**config.mk**
```make
export PLATFORM = sky130hd
export DESIGN_NAME = ejtag_top
export DESIGN_NICKNAME = d
export VERILOG_FILES = /design/src/source/ejtag_pkg.sv /design/src/source/tap_pkg.sv /design/src/source/ejtag_control_reg.sv /design/src/source/ejtag_scan.sv /design/src/source/ejtag_top.sv /design/src/source/tap_controller.sv /design/src/source/tap_instruction.sv
export SDC_FILE = /design/constraint.sdc
export NUM_CORES = 1
export LEC_CHECK = 0
export BUFFER_PORTS_ARGS = -buffer_cell sky130_fd_sc_hd__buf_2
export CAP_MARGIN = 20
export CORE_MARGIN = 2
export CORE_UTILIZATION = 50
export DETAILED_ROUTE_END_ITERATION = 6
export PLACE_DENSITY_LB_ADDON = 0.3
export SLEW_MARGIN = 20
export SYNTH_ARGS = -nofsm -noshare
export SYNTH_HDL_FRONTEND = slang
export SYNTH_SLANG_ARGS = --single-unit
```
**constraint.sdc**
```tcl
create_clock -name JTAG_CLOCK -period 3.3 [get_ports JTAG_CLOCK]
set_input_delay 0.825 -clock JTAG_CLOCK [delete_from_list [all_inputs] [get_ports JTAG_CLOCK]]
set_output_delay 0.825 -clock JTAG_CLOCK [all_outputs]
set_load 0.01 [all_outputs]
```
**src/source/ejtag_pkg.sv**
```systemverilog
package ejtag_pkg;

  localparam logic [4:0] INS_IMPCODE = 5'b00011;
  localparam logic [4:0] INS_ADDRESS = 5'b01000;
  localparam logic [4:0] INS_DATA    = 5'b01001;
  localparam logic [4:0] INS_CONTROL = 5'b01010;
  localparam logic [4:0] INS_ALL     = 5'b01011;
  localparam logic [4:0] INS_PCTRACE = 5'b10000;

  localparam int CTL_DMAACC = 17; // DMA-side capture select.

  // Implementation register layout, MSB first.
  typedef struct packed {
    logic [3:0] rsvd_31_28;
    logic       asid16;       // Bit 27.
    logic       ej_dis;       // Bit 26.
    logic [1:0] rsvd_25_24;
    logic       one_23;
    logic [5:0] rsvd_22_17;
    logic       one_16;
    logic [1:0] rsvd_15_14;
    logic [2:0] m_log2;       // Bits 13:11.
    logic [2:0] ejtag_ver;    // Bits 10:8.
    logic [7:0] rsvd_7_0;
  } impcode_t;

  typedef union packed {
    logic [31:0] raw;
    impcode_t    imp;
  } scan_word_u;

  typedef struct packed {
    logic [31:0] data;
    logic [31:0] addr;
    logic [31:0] ctl;
  } scan_out_t;

  typedef struct packed {
    logic update_data;
    logic update_addr;
    logic update_ctl;
  } scan_upd_t;

  typedef struct packed {
    logic [1:0] n_minus1;
    logic [1:0] m_log2;
    logic       asid16;
    logic       ej_dis;
  } cfg_t;

endpackage

```
**src/source/tap_pkg.sv**
```systemverilog
package tap_pkg;

  // ##########################################################
  // TAP controller states in the standard 1149.1 encoding
  // ##########################################################

  typedef enum logic [3:0] {
    TAP_EXIT2_DR         = 4'h0,
    TAP_EXIT1_DR         = 4'h1,
    TAP_SHIFT_DR         = 4'h2,
    TAP_PAUSE_DR         = 4'h3,
    TAP_SELECT_IR        = 4'h4,
    TAP_UPDATE_DR        = 4'h5,
    TAP_CAPTURE_DR       = 4'h6,
    TAP_SELECT_DR        = 4'h7,
    TAP_EXIT2_IR         = 4'h8,
    TAP_EXIT1_IR         = 4'h9,
    TAP_SHIFT_IR         = 4'hA,
    TAP_PAUSE_IR         = 4'hB,
    TAP_RUN_TEST_IDLE    = 4'hC,
    TAP_UPDATE_IR        = 4'hD,
    TAP_CAPTURE_IR       = 4'hE,
    TAP_TEST_LOGIC_RESET = 4'hF
  } tap_state_t;

  // Per-state control levels seen by the scan paths.
  typedef struct packed {
    logic capture_dr;
    logic shift_dr;
    logic update_dr;
    logic capture_ir;
    logic shift_ir;
    logic update_ir;
    logic run_test;
    logic test_logic_reset;
  } tap_ctl_t;

  localparam int IR_WIDTH = 5;

  localparam logic [IR_WIDTH-1:0] IR_CAPTURE = 5'b00001; // Shifted out on every IR scan.

endpackage
```
**src/source/ejtag_control_reg.sv**
```systemverilog
`timescale 1ns/1ps

module ejtag_control_reg #(
  parameter logic [31:0] CTL_WRITE_MASK = 32'h0000_0000
) (
  input  logic                 JTAG_CLOCK,
  input  logic                 RESET_D1_JR_N,
  input  ejtag_pkg::scan_upd_t upd,
  input  logic [31:0]          scan_ctl,
  input  logic [31:0]          proc_status,
  output logic [31:0]          ejc_ctl
);

  logic [31:0] ctl_q; // Only the writable bits are ever set here.

  always_ff @(posedge JTAG_CLOCK or negedge RESET_D1_JR_N) begin
    if (!RESET_D1_JR_N) begin
      ctl_q <= '0;
    end else if (upd.update_ctl) begin
      ctl_q <= scan_ctl & CTL_WRITE_MASK;
    end
  end

  // Status bits follow the processor every cycle.
  assign ejc_ctl = ctl_q | (proc_status & ~CTL_WRITE_MASK);

endmodule

```
**src/source/ejtag_scan.sv**
```systemverilog
`timescale 1ns/1ps

module ejtag_scan (
  input  logic                  JTAG_CLOCK,
  input  logic                  RESET_D1_JR_N,
  input  tap_pkg::tap_ctl_t     ctl,
  input  logic [4:0]            ir,
  input  logic                  tdi,
  output logic                  escan_out,
  input  logic [31:0]           ejc_ctl,
  input  logic [31:0]           proc_data,
  input  logic [31:0]           proc_addr,
  input  logic [31:0]           dma_data,
  input  logic [31:0]           dma_addr,
  input  ejtag_pkg::cfg_t       cfg,
  output ejtag_pkg::scan_out_t  scan,
  output ejtag_pkg::scan_upd_t  upd,
  output logic                  pctrace_on
);

  ejtag_pkg::scan_word_u data_q, data_d;
  logic [31:0]           addr_q, addr_d;
  logic [31:0]           ctl_q, ctl_d;
  logic                  dmaacc;
  logic [31:0]           data_src;
  logic [31:0]           addr_src;

  assign dmaacc   = ejc_ctl[ejtag_pkg::CTL_DMAACC];
  assign data_src = dmaacc ? dma_data : proc_data;
  assign addr_src = dmaacc ? dma_addr : proc_addr;

  // ##########################################################
  // Capture, shift and update
  // ##########################################################

  always_comb begin
    data_d    = data_q;
    addr_d    = addr_q;
    ctl_d     = ctl_q;
    escan_out = 1'b0;
    upd       = '0;

    if (ctl.capture_dr) begin
      case (ir)
        ejtag_pkg::INS_IMPCODE: begin
          data_d.imp           = '0;
          data_d.imp.ejtag_ver = {1'b0, cfg.n_minus1};
          data_d.imp.m_log2    = {1'b0, cfg.m_log2};
          data_d.imp.one_16    = 1'b1;
          data_d.imp.one_23    = 1'b1;
          data_d.imp.ej_dis    = cfg.ej_dis;
          data_d.imp.asid16    = cfg.asid16;
        end
        ejtag_pkg::INS_DATA:    data_d.raw = data_src;
        ejtag_pkg::INS_ADDRESS: addr_d = addr_src;
        ejtag_pkg::INS_CONTROL: ctl_d = ejc_ctl;
        ejtag_pkg::INS_ALL: begin
          data_d.raw = data_src;
          addr_d     = addr_src;
          ctl_d      = ejc_ctl;
        end
        default: ;
      endcase
    end

    if (ctl.shift_dr) begin
      case (ir)
        ejtag_pkg::INS_IMPCODE,
        ejtag_pkg::INS_DATA:    {data_d.raw, escan_out} = {tdi, data_q.raw};
        ejtag_pkg::INS_ADDRESS: {addr_d, escan_out} = {tdi, addr_q};
        ejtag_pkg::INS_CONTROL: {ctl_d, escan_out} = {tdi, ctl_q};
        ejtag_pkg::INS_ALL: begin
          {addr_d, data_d.raw, ctl_d, escan_out} = {tdi, addr_q, data_q.raw, ctl_q};
        end
        default: ;
      endcase
    end

    if (ctl.update_dr) begin
      case (ir)
        ejtag_pkg::INS_DATA:    upd.update_data = 1'b1;
        ejtag_pkg::INS_ADDRESS: upd.update_addr = 1'b1;
        ejtag_pkg::INS_CONTROL: upd.update_ctl = 1'b1;
        ejtag_pkg::INS_ALL:     upd = '1;
        default: ;                                    // IMPCODE is read only.
      endcase
    end
  end

  always_ff @(posedge JTAG_CLOCK or negedge RESET_D1_JR_N) begin
    if (!RESET_D1_JR_N) begin
      data_q <= '0;
      addr_q <= '0;
      ctl_q  <= '0;
    end else begin
      data_q <= data_d;
      addr_q <= addr_d;
      ctl_q  <= ctl_d;
    end
  end

  assign scan.data  = data_q.raw;
  assign scan.addr  = addr_q;
  assign scan.ctl   = ctl_q;
  assign pctrace_on = ctl.run_test && (ir == ejtag_pkg::INS_PCTRACE);

  // Strobes come only from Update-DR and last a single cycle.
  a_upd_pulse: assert property (@(posedge JTAG_CLOCK) disable iff (!RESET_D1_JR_N)
    (|upd) |-> ctl.update_dr ##1 !(|upd));

endmodule

```
**src/source/ejtag_top.sv**
```systemverilog
`timescale 1ns/1ps

module ejtag_top #(
  parameter logic [31:0] CTL_WRITE_MASK = 32'h0007_8000 // Includes DMA access, bit 17.
) (
  input  logic                  JTAG_CLOCK,
  input  logic                  RESET_D1_JR_N,
  input  logic                  tms,
  input  logic                  tdi,
  output logic                  tdo,
  input  logic [31:0]           proc_data,
  input  logic [31:0]           proc_addr,
  input  logic [31:0]           dma_data,
  input  logic [31:0]           dma_addr,
  input  logic [31:0]           proc_status,
  input  ejtag_pkg::cfg_t       cfg,
  output ejtag_pkg::scan_out_t  scan,
  output ejtag_pkg::scan_upd_t  upd,
  output logic [31:0]           ejc_ctl,
  output logic                  pctrace_on
);

  tap_pkg::tap_ctl_t             ctl;
  logic [tap_pkg::IR_WIDTH-1:0]  ir;
  logic                          escan_out;

  tap_controller i_tap_controller (
    .JTAG_CLOCK    (JTAG_CLOCK),
    .RESET_D1_JR_N (RESET_D1_JR_N),
    .tms           (tms),
    .ctl           (ctl)
  );

  tap_instruction i_tap_instruction (
    .JTAG_CLOCK    (JTAG_CLOCK),
    .RESET_D1_JR_N (RESET_D1_JR_N),
    .ctl           (ctl),
    .tdi           (tdi),
    .escan_out     (escan_out),
    .ir            (ir),
    .tdo           (tdo)
  );

  ejtag_scan i_ejtag_scan (
    .JTAG_CLOCK    (JTAG_CLOCK),
    .RESET_D1_JR_N (RESET_D1_JR_N),
    .ctl           (ctl),
    .ir            (ir),
    .tdi           (tdi),
    .escan_out     (escan_out),
    .ejc_ctl       (ejc_ctl),
    .proc_data     (proc_data),
    .proc_addr     (proc_addr),
    .dma_data      (dma_data),
    .dma_addr      (dma_addr),
    .cfg           (cfg),
    .scan          (scan),
    .upd           (upd),
    .pctrace_on    (pctrace_on)
  );

  ejtag_control_reg #(
    .CTL_WRITE_MASK (CTL_WRITE_MASK)
  ) i_ejtag_control_reg (
    .JTAG_CLOCK    (JTAG_CLOCK),
    .RESET_D1_JR_N (RESET_D1_JR_N),
    .upd           (upd),
    .scan_ctl      (scan.ctl),
    .proc_status   (proc_status),
    .ejc_ctl       (ejc_ctl)
  );

endmodule

```
**src/source/tap_controller.sv**
```systemverilog
`timescale 1ns/1ps

module tap_controller (
  input  logic              JTAG_CLOCK,
  input  logic              RESET_D1_JR_N,
  input  logic              tms,
  output tap_pkg::tap_ctl_t ctl
);

  tap_pkg::tap_state_t state_q;
  tap_pkg::tap_state_t state_d;

  // ##########################################################
  // State register and 1149.1 transitions
  // ##########################################################

  always_comb begin
    state_d = state_q;
    case (state_q)
      tap_pkg::TAP_TEST_LOGIC_RESET:
        state_d = tms ? tap_pkg::TAP_TEST_LOGIC_RESET : tap_pkg::TAP_RUN_TEST_IDLE;
      tap_pkg::TAP_RUN_TEST_IDLE:
        state_d = tms ? tap_pkg::TAP_SELECT_DR : tap_pkg::TAP_RUN_TEST_IDLE;
      tap_pkg::TAP_SELECT_DR:
        state_d = tms ? tap_pkg::TAP_SELECT_IR : tap_pkg::TAP_CAPTURE_DR;
      tap_pkg::TAP_CAPTURE_DR:
        state_d = tms ? tap_pkg::TAP_EXIT1_DR : tap_pkg::TAP_SHIFT_DR;
      tap_pkg::TAP_SHIFT_DR:
        state_d = tms ? tap_pkg::TAP_EXIT1_DR : tap_pkg::TAP_SHIFT_DR;
      tap_pkg::TAP_EXIT1_DR:
        state_d = tms ? tap_pkg::TAP_UPDATE_DR : tap_pkg::TAP_PAUSE_DR;
      tap_pkg::TAP_PAUSE_DR:
        state_d = tms ? tap_pkg::TAP_EXIT2_DR : tap_pkg::TAP_PAUSE_DR;
      tap_pkg::TAP_EXIT2_DR:
        state_d = tms ? tap_pkg::TAP_UPDATE_DR : tap_pkg::TAP_SHIFT_DR;
      tap_pkg::TAP_UPDATE_DR:
        state_d = tms ? tap_pkg::TAP_SELECT_DR : tap_pkg::TAP_RUN_TEST_IDLE;
      tap_pkg::TAP_SELECT_IR:
        state_d = tms ? tap_pkg::TAP_TEST_LOGIC_RESET : tap_pkg::TAP_CAPTURE_IR;
      tap_pkg::TAP_CAPTURE_IR:
        state_d = tms ? tap_pkg::TAP_EXIT1_IR : tap_pkg::TAP_SHIFT_IR;
      tap_pkg::TAP_SHIFT_IR:
        state_d = tms ? tap_pkg::TAP_EXIT1_IR : tap_pkg::TAP_SHIFT_IR;
      tap_pkg::TAP_EXIT1_IR:
        state_d = tms ? tap_pkg::TAP_UPDATE_IR : tap_pkg::TAP_PAUSE_IR;
      tap_pkg::TAP_PAUSE_IR:
        state_d = tms ? tap_pkg::TAP_EXIT2_IR : tap_pkg::TAP_PAUSE_IR;
      tap_pkg::TAP_EXIT2_IR:
        state_d = tms ? tap_pkg::TAP_UPDATE_IR : tap_pkg::TAP_SHIFT_IR;
      tap_pkg::TAP_UPDATE_IR:
        state_d = tms ? tap_pkg::TAP_SELECT_DR : tap_pkg::TAP_RUN_TEST_IDLE;
      default:
        state_d = tap_pkg::TAP_TEST_LOGIC_RESET;
    endcase
  end

  always_ff @(posedge JTAG_CLOCK or negedge RESET_D1_JR_N) begin
    if (!RESET_D1_JR_N) begin
      state_q <= tap_pkg::TAP_TEST_LOGIC_RESET;
    end else begin
      state_q <= state_d;
    end
  end

  // Control levels straight from the state.
  always_comb begin
    ctl                  = '0;
    ctl.capture_dr       = (state_q == tap_pkg::TAP_CAPTURE_DR);
    ctl.shift_dr         = (state_q == tap_pkg::TAP_SHIFT_DR);
    ctl.update_dr        = (state_q == tap_pkg::TAP_UPDATE_DR);
    ctl.capture_ir       = (state_q == tap_pkg::TAP_CAPTURE_IR);
    ctl.shift_ir         = (state_q == tap_pkg::TAP_SHIFT_IR);
    ctl.update_ir        = (state_q == tap_pkg::TAP_UPDATE_IR);
    ctl.run_test         = (state_q == tap_pkg::TAP_RUN_TEST_IDLE);
    ctl.test_logic_reset = (state_q == tap_pkg::TAP_TEST_LOGIC_RESET);
  end

  a_one_phase: assert property (@(posedge JTAG_CLOCK) disable iff (!RESET_D1_JR_N)
    $onehot0({ctl.capture_dr, ctl.shift_dr, ctl.update_dr,
              ctl.capture_ir, ctl.shift_ir, ctl.update_ir}));

endmodule

```
**src/source/tap_instruction.sv**
```systemverilog
`timescale 1ns/1ps

module tap_instruction (
  input  logic                            JTAG_CLOCK,
  input  logic                            RESET_D1_JR_N,
  input  tap_pkg::tap_ctl_t               ctl,
  input  logic                            tdi,
  input  logic                            escan_out,
  output logic [tap_pkg::IR_WIDTH-1:0]    ir,
  output logic                            tdo
);

  logic [tap_pkg::IR_WIDTH-1:0] ir_shift;
  logic                         bypass_q;
  logic                         scan_ins;

  always_ff @(posedge JTAG_CLOCK or negedge RESET_D1_JR_N) begin
    if (!RESET_D1_JR_N) begin
      ir_shift <= '0;
      ir       <= ejtag_pkg::INS_IMPCODE;
      bypass_q <= 1'b0;
    end else begin
      if (ctl.capture_ir) begin
        ir_shift <= tap_pkg::IR_CAPTURE;
      end else if (ctl.shift_ir) begin
        ir_shift <= {tdi, ir_shift[tap_pkg::IR_WIDTH-1:1]}; // LSB leaves first.
      end
      if (ctl.test_logic_reset) begin
        ir <= ejtag_pkg::INS_IMPCODE;
      end else if (ctl.update_ir) begin
        ir <= ir_shift;
      end
      if (ctl.capture_dr) begin
        bypass_q <= 1'b0;
      end else if (ctl.shift_dr) begin
        bypass_q <= tdi;
      end
    end
  end

  // Instructions that own an EJTAG scan register. All others use bypass.
  assign scan_ins = ir inside {ejtag_pkg::INS_IMPCODE, ejtag_pkg::INS_ADDRESS,
                               ejtag_pkg::INS_DATA, ejtag_pkg::INS_CONTROL,
                               ejtag_pkg::INS_ALL};

  always_comb begin
    if (ctl.shift_ir) begin
      tdo = ir_shift[0];
    end else if (ctl.shift_dr) begin
      tdo = scan_ins ? escan_out : bypass_q;
    end else begin
      tdo = 1'b0;
    end
  end

  a_ir_stable: assert property (@(posedge JTAG_CLOCK) disable iff (!RESET_D1_JR_N)
    !$stable(ir) |-> $past(ctl.update_ir) || $past(ctl.test_logic_reset));

endmodule

```
# Yosys cells after proc, flatten, opt, wreduce, memory -nomap -nowiden
# Index checks and enable logic that the tools add are counted.
[word_totals]
inputBits = 170
register_bits = 115
[classes]
n_reduce_logical = 13
n_eq_ne = 21
bitwise_logic = 1
mux = 41
[ops]
columns = ["cell", "count"]
rows = [
  ["2-to-1 mux 32 bit", 11],
  ["one-hot mux 32 bit (2 select lines)", 3],
  ["one-hot mux 4 bit (12 select lines)", 1],
  ["== test 4 bit, second input constant", 8],
  ["bitwise OR 19 x 32 -> 32 bit", 1],
  ["== test 5 x 4 -> 1 bit, second input constant", 4],
  ["2-to-1 mux 5 bit", 4],
  ["== test 4 x 3 -> 1 bit, second input constant", 4],
  ["2-to-1 mux 3 bit", 5],
  ["2-to-1 mux 2 bit", 6],
  ["OR reduction 2 bit", 6],
  ["2-to-1 mux 1 bit", 9],
  ["== test 4 x 2 -> 1 bit, second input constant", 2],
  ["nonzero test 2 bit", 3],
  ["== test 5 x 2 -> 1 bit, second input constant", 1],
  ["== test 5 bit, second input constant", 1],
  ["nonzero test 5 bit", 1],
  ["== test 4 x 1 -> 1 bit, second input constant", 1],
  ["logical NOT 4 bit", 1],
  ["2-to-1 mux 4 bit", 1],
  ["one-hot mux 1 bit (3 select lines)", 1],
  ["OR reduction 3 bit", 1],
  ["logical AND 1 bit", 1],
]

# Depth between registers and ports, before layout
[logic_depth]
depth_word = 6
mapped_depth = 7

# Cells and area by module
# A second synthesis with hierarchy kept.
[hier_totals]
hier_cells = 695
hier_area_um2 = 6901.6
[modules_own_cells]
columns = ["mod", "n_inst", "area_each_um2", "cells_each"]
rows = [
  ["ejtag_scan", 1, 5776.8, 584],
  ["tap_instruction", 1, 486.7, 42],
  ["ejtag_control_reg", 1, 355.3, 36],
  ["tap_controller", 1, 282.8, 33],
]

# Least setup slack after synthesis
# OpenSTA, ideal clock, no wires.
[synth_path]
path_kind = "register to output"
start = "reg i_tap_controller.state_q[3]"
end = "out tdo"
t_required_ns = 2.475
arrival_ns = 1.341
stages_incl_launch_ff = 5
path_slack_ns = 1.134
cell_sequence = "dfstp_2 > clkbuf_1 > nand4b_1 > a21o_1 > a31oi_1"
[synth_between]
elab_chain_cells = 3
word_cells_on_any_way = 4
cone_classes = "eq/ne (2); mux (2)"
[synth_lines]
columns = ["element", "line_no", "source"]
rows = [
  ["start, declared", "tap_controller.sv:10", "tap_pkg::tap_state_t state_q;"],
  ["start signal, assigned", "tap_controller.sv:59", "state_q <= tap_pkg::TAP_TEST_LOGIC_RESET;"],
  ["start signal, assigned", "tap_controller.sv:61", "state_q <= state_d;"],
  ["== test 4 x 2 -> 1 bit", "tap_controller.sv:69", "ctl.shift_dr = (state_q == tap_pkg::TAP_SHIFT_DR);"],
  ["2-to-1 mux 1 bit", "tap_instruction.sv:49", "end else if (ctl.shift_dr) begin"],
  ["2-to-1 mux 1 bit (*)", "tap_instruction.sv:47", "if (ctl.shift_ir) begin"],
  ["end, declared", "ejtag_top.sv:10", "output logic tdo,"],
]
# Mark *: on every way between the ends. The rest lies on a longest branch, timed or not.

==> flow_summary.rst <==
.. list-table::
   :header-rows: 1

   * - Metric
     - Value
   * - Run status
     - finished, final reports clean
   * - Total die area
     - 14,000 µm²
   * - Vias
     - 5,923
   * - Slew headroom
     - 0.329
   * - Area Overhead vs Synth
     - 29.3%
   * - Maximum level of the CTS H-tree
     - 4
   * - Synth Instances
     - a little under 700
   * - Antenna-violating nets left
     - 0
   * - Maximum number of buffers from clock root to sink
     - 2
   * - Number of antenna violations at the first check in global routing
     - 1
   * - Max-cap violations
     - 0
   * - Ratio of routed vias to standard cells
     - 5.28
   * - Standby leakage power
     - 3.92 nW
   * - Placed instance area
     - 7850 µm²
   * - Pin count of the biggest net entering global routing
     - 66
   * - GRT Util Overall
     - 0.246
   * - Largest cells by area after synthesis
     - dfrtp_1 42%, mux2i_1 6.6%, nand2_1 5.1%, nor2_1 5.1%, mux2_2 4.8%
   * - EDFF count, synth
     - 0
   * - CTS tree
     - yes
   * - First-pass GRT wire length
     - 27.9 mm
   * - CP Launch Type
     - flop
   * - Sequential fraction of the synthesis area
     - 0.441
   * - Placeable Area
     - around 13,000 µm²
   * - Cts bufs inserted
     - 17
   * - Top-level port count
     - 303
   * - Netlist area before placement
     - 6540 µm²
   * - First-pass detailed-route iteration total
     - 5
   * - Top-area cell type share of the netlist area
     - 0.417
   * - Yosys top cell by area
     - dfrtp_1
   * - Final design utilization
     - 0.667
   * - Final setup margin
     - between 0.4 and 0.5 ns
   * - Post-synthesis area per instance
     - 9.48 µm²
   * - Placer congestion estimate
     - roughly 0.82
   * - CTS Hold Bufs
     - 0
   * - Clk pin slew, worst setup/hold paths
     - 0.05 ns
   * - Height of the die
     - 118 µm
   * - Final Total Pwr
     - between 6 and 7 mW
   * - Final TNS setup
     - 0 ns
   * - CP Max Fanout
     - 22
   * - Hold Fails Final Rpt
     - 0
   * - Residual DRC count
     - 0
   * - Buffers on Ports
     - 298
   * - Synthesized net count
     - 860
   * - Share of post-route cells with drive strength above 1
     - 0.414
   * - Count of different cell masters after synthesis
     - 52
   * - Worst hold path class
     - in2async
   * - Post-CTS setup buffers
     - 0
   * - Number of placed instances, taps included
     - 1,088
   * - Upper clock frequency limit
     - 347 MHz
   * - Vias in the first global route
     - 5,374
   * - Residual overflow from global routing
     - 0
   * - Final Setup Violations
     - 0
   * - CTS resizes
     - 0
   * - Transition time at the pin with the least slew margin
     - 1.00 ns
   * - Total wire length
     - 17.8 mm
   * - Number of flip-flops and latches in the synthesized netlist
     - 115
   * - Most frequently used flop master after synthesis
     - dfrtp_1
   * - Data arrival, critical path
     - 2.05 ns
   * - RSZ-0062 raised after global routing
     - no
   * - Initial core utilization
     - 0.516
   * - Insertion delay of the later-clocked pin in the worst-skew pair
     - roughly 0.40 ns
   * - Post-layout instance count excluding filler cells
     - 1,121
   * - Category of the critical setup timing path
     - reg2out
   * - Layout Skew
     - 0.00742 ns
   * - Clk sink count
     - 115
   * - Clock root cell
     - clkbuf_16
   * - Final HPWL DP
     - 12.8 mm
   * - Slew Viols, Final
     - 0
   * - Endpoint type of the worst setup path
     - primary output
   * - Required time worst endpoint
     - roughly 2.5 ns
   * - Detailed Route Iter0 Violations
     - 360
   * - Final worst hold slack
     - 0.357 ns
   * - PwrDens
     - 757 nW/µm²
   * - Max VDD drop
     - 0.408 mV
   * - Final Instance Area
     - 8450 µm²
   * - Fraction of synthesis flops using an asynchronous set or reset pin
     - 1.00
   * - Placement row count
     - 41
   * - Final worst-path cycle share
     - 0.873
   * - Post-layout min period
     - 2.88 ns
   * - Routed length per placed instance
     - 15.8 µm
   * - Synth warnings
     - 0
   * - Setup slack at placement
     - 0.854 ns
   * - Fin nets
     - 1,105
   * - Die extent in x
     - 118 µm
registers in the layout (all words and copies together), names as in the netlist:
signal                      flops
i_ejtag_scan.ctl_q             32
i_tap_instruction.ir            5
i_ejtag_scan.data_q            32
i_tap_instruction.bypass_q      1
i_ejtag_control_reg.ctl_q       4
i_tap_instruction.ir_shift      5
i_tap_controller.state_q        4
i_ejtag_scan.addr_q            32
worst max-delay path, stage by stage, from the launching register on:
cell and delay (ns):
dfstp_2 0.73, nand2_1 0.14, nor3_1 0.30, nand2_1 0.25
inv_1 0.09, buf_2 0.14
layout make-up:
class                      instances  area, µm²
tap                              172        215
clock buffer                      23        468
multi-input combinational        486       3130
clock inverter                     9        129
inverter                           4       15.0
sequential                       115       2890
timing repair buffer             311       1600
fill                            1068       4220
antenna                            1       2.50
synthesized netlist by cell type, types with 26 or more instances:
library cell and number:
nor2_1 89, buf_2 26, mux2_2 28, o21ai_0 33
buf_4 40, nand2_1 89, o31ai_1 33, a211oi_1 32
nor2b_1 32, dfrtp_1 109, mux2i_1 43
power breakdown:
part           internal [mW]  total [mW]  switching [mW]
clock                   1.22        1.84           0.620
combinational          0.959        2.00            1.04
sequential              1.99        2.55           0.559
total                   4.17        6.40            2.22
placed cells by master (no fill, tap or decap), types with 8 or more instances in the layout:
| cell | Yosys | final |
|---|---|---|
| buf_2 | 26 | 297 |
| dfrtp_1 | 109 | 108 |
| nor2_1 | 89 | 89 |
| nand2_1 | 89 | 89 |
| mux2i_1 | 43 | 43 |
| o21ai_0 | 33 | 33 |
| o31ai_1 | 33 | 33 |
| nor2b_1 | 32 | 32 |
| a211oi_1 | 32 | 32 |
| mux2_2 | 28 | 28 |
| clkbuf_16 | 0 | 17 |
| o21ai_1 | 16 | 16 |
| a221oi_1 | 16 | 16 |
| buf_4 | 40 | 13 |
| a221oi_2 | 9 | 9 |
| nand2b_1 | 8 | 8 |
routing by layer:
| metal | wire length, µm | track usage |
|---|---|---|
| met1 | 7750 | 0.329 |
| met3 | 1000 | 0.0541 |
| met4 | 182 | 0.0700 |
| met5 | 0 | 0 |
| met2 | 8820 | 0.404 |
cells by family (layout without fill, tap and decap cells):
| group | count (synthesis) | count (layout) | share of synthesized area |
|---|---|---|---|
| buf+inv | 89 | 347 | 0.0804 |
| compound gates | 158 | 158 | 0.177 |
| simple gates | 255 | 255 | 0.185 |
| xor+xnor | 2 | 2 | 0.00268 |
| mux | 71 | 71 | 0.114 |
| other cells | 0 | 1 | 0 |
| flops | 115 | 115 | 0.441 |
path summary, 6_finish.rpt:
kind                                              from                         end  slack (ns)  cells past startpoint
max in group asynchronous                RESET_D1_JR_N     i_tap_instruction.ir[1]        2.19                      2
max                        i_tap_controller.state_q[2]                      upd[0]        0.42                      5
min in group JTAG_CLOCK     i_tap_instruction.bypass_q  i_tap_instruction.bypass_q        0.49                      2
min reg2reg                 i_tap_instruction.bypass_q  i_tap_instruction.bypass_q        0.49                      2
min                                      RESET_D1_JR_N      i_ejtag_scan.ctl_q[13]        0.36                      1
max reg2reg                i_tap_controller.state_q[2]      i_ejtag_scan.data_q[0]        0.85                      4
Note: power is estimated with default switching activity, not from simulation.
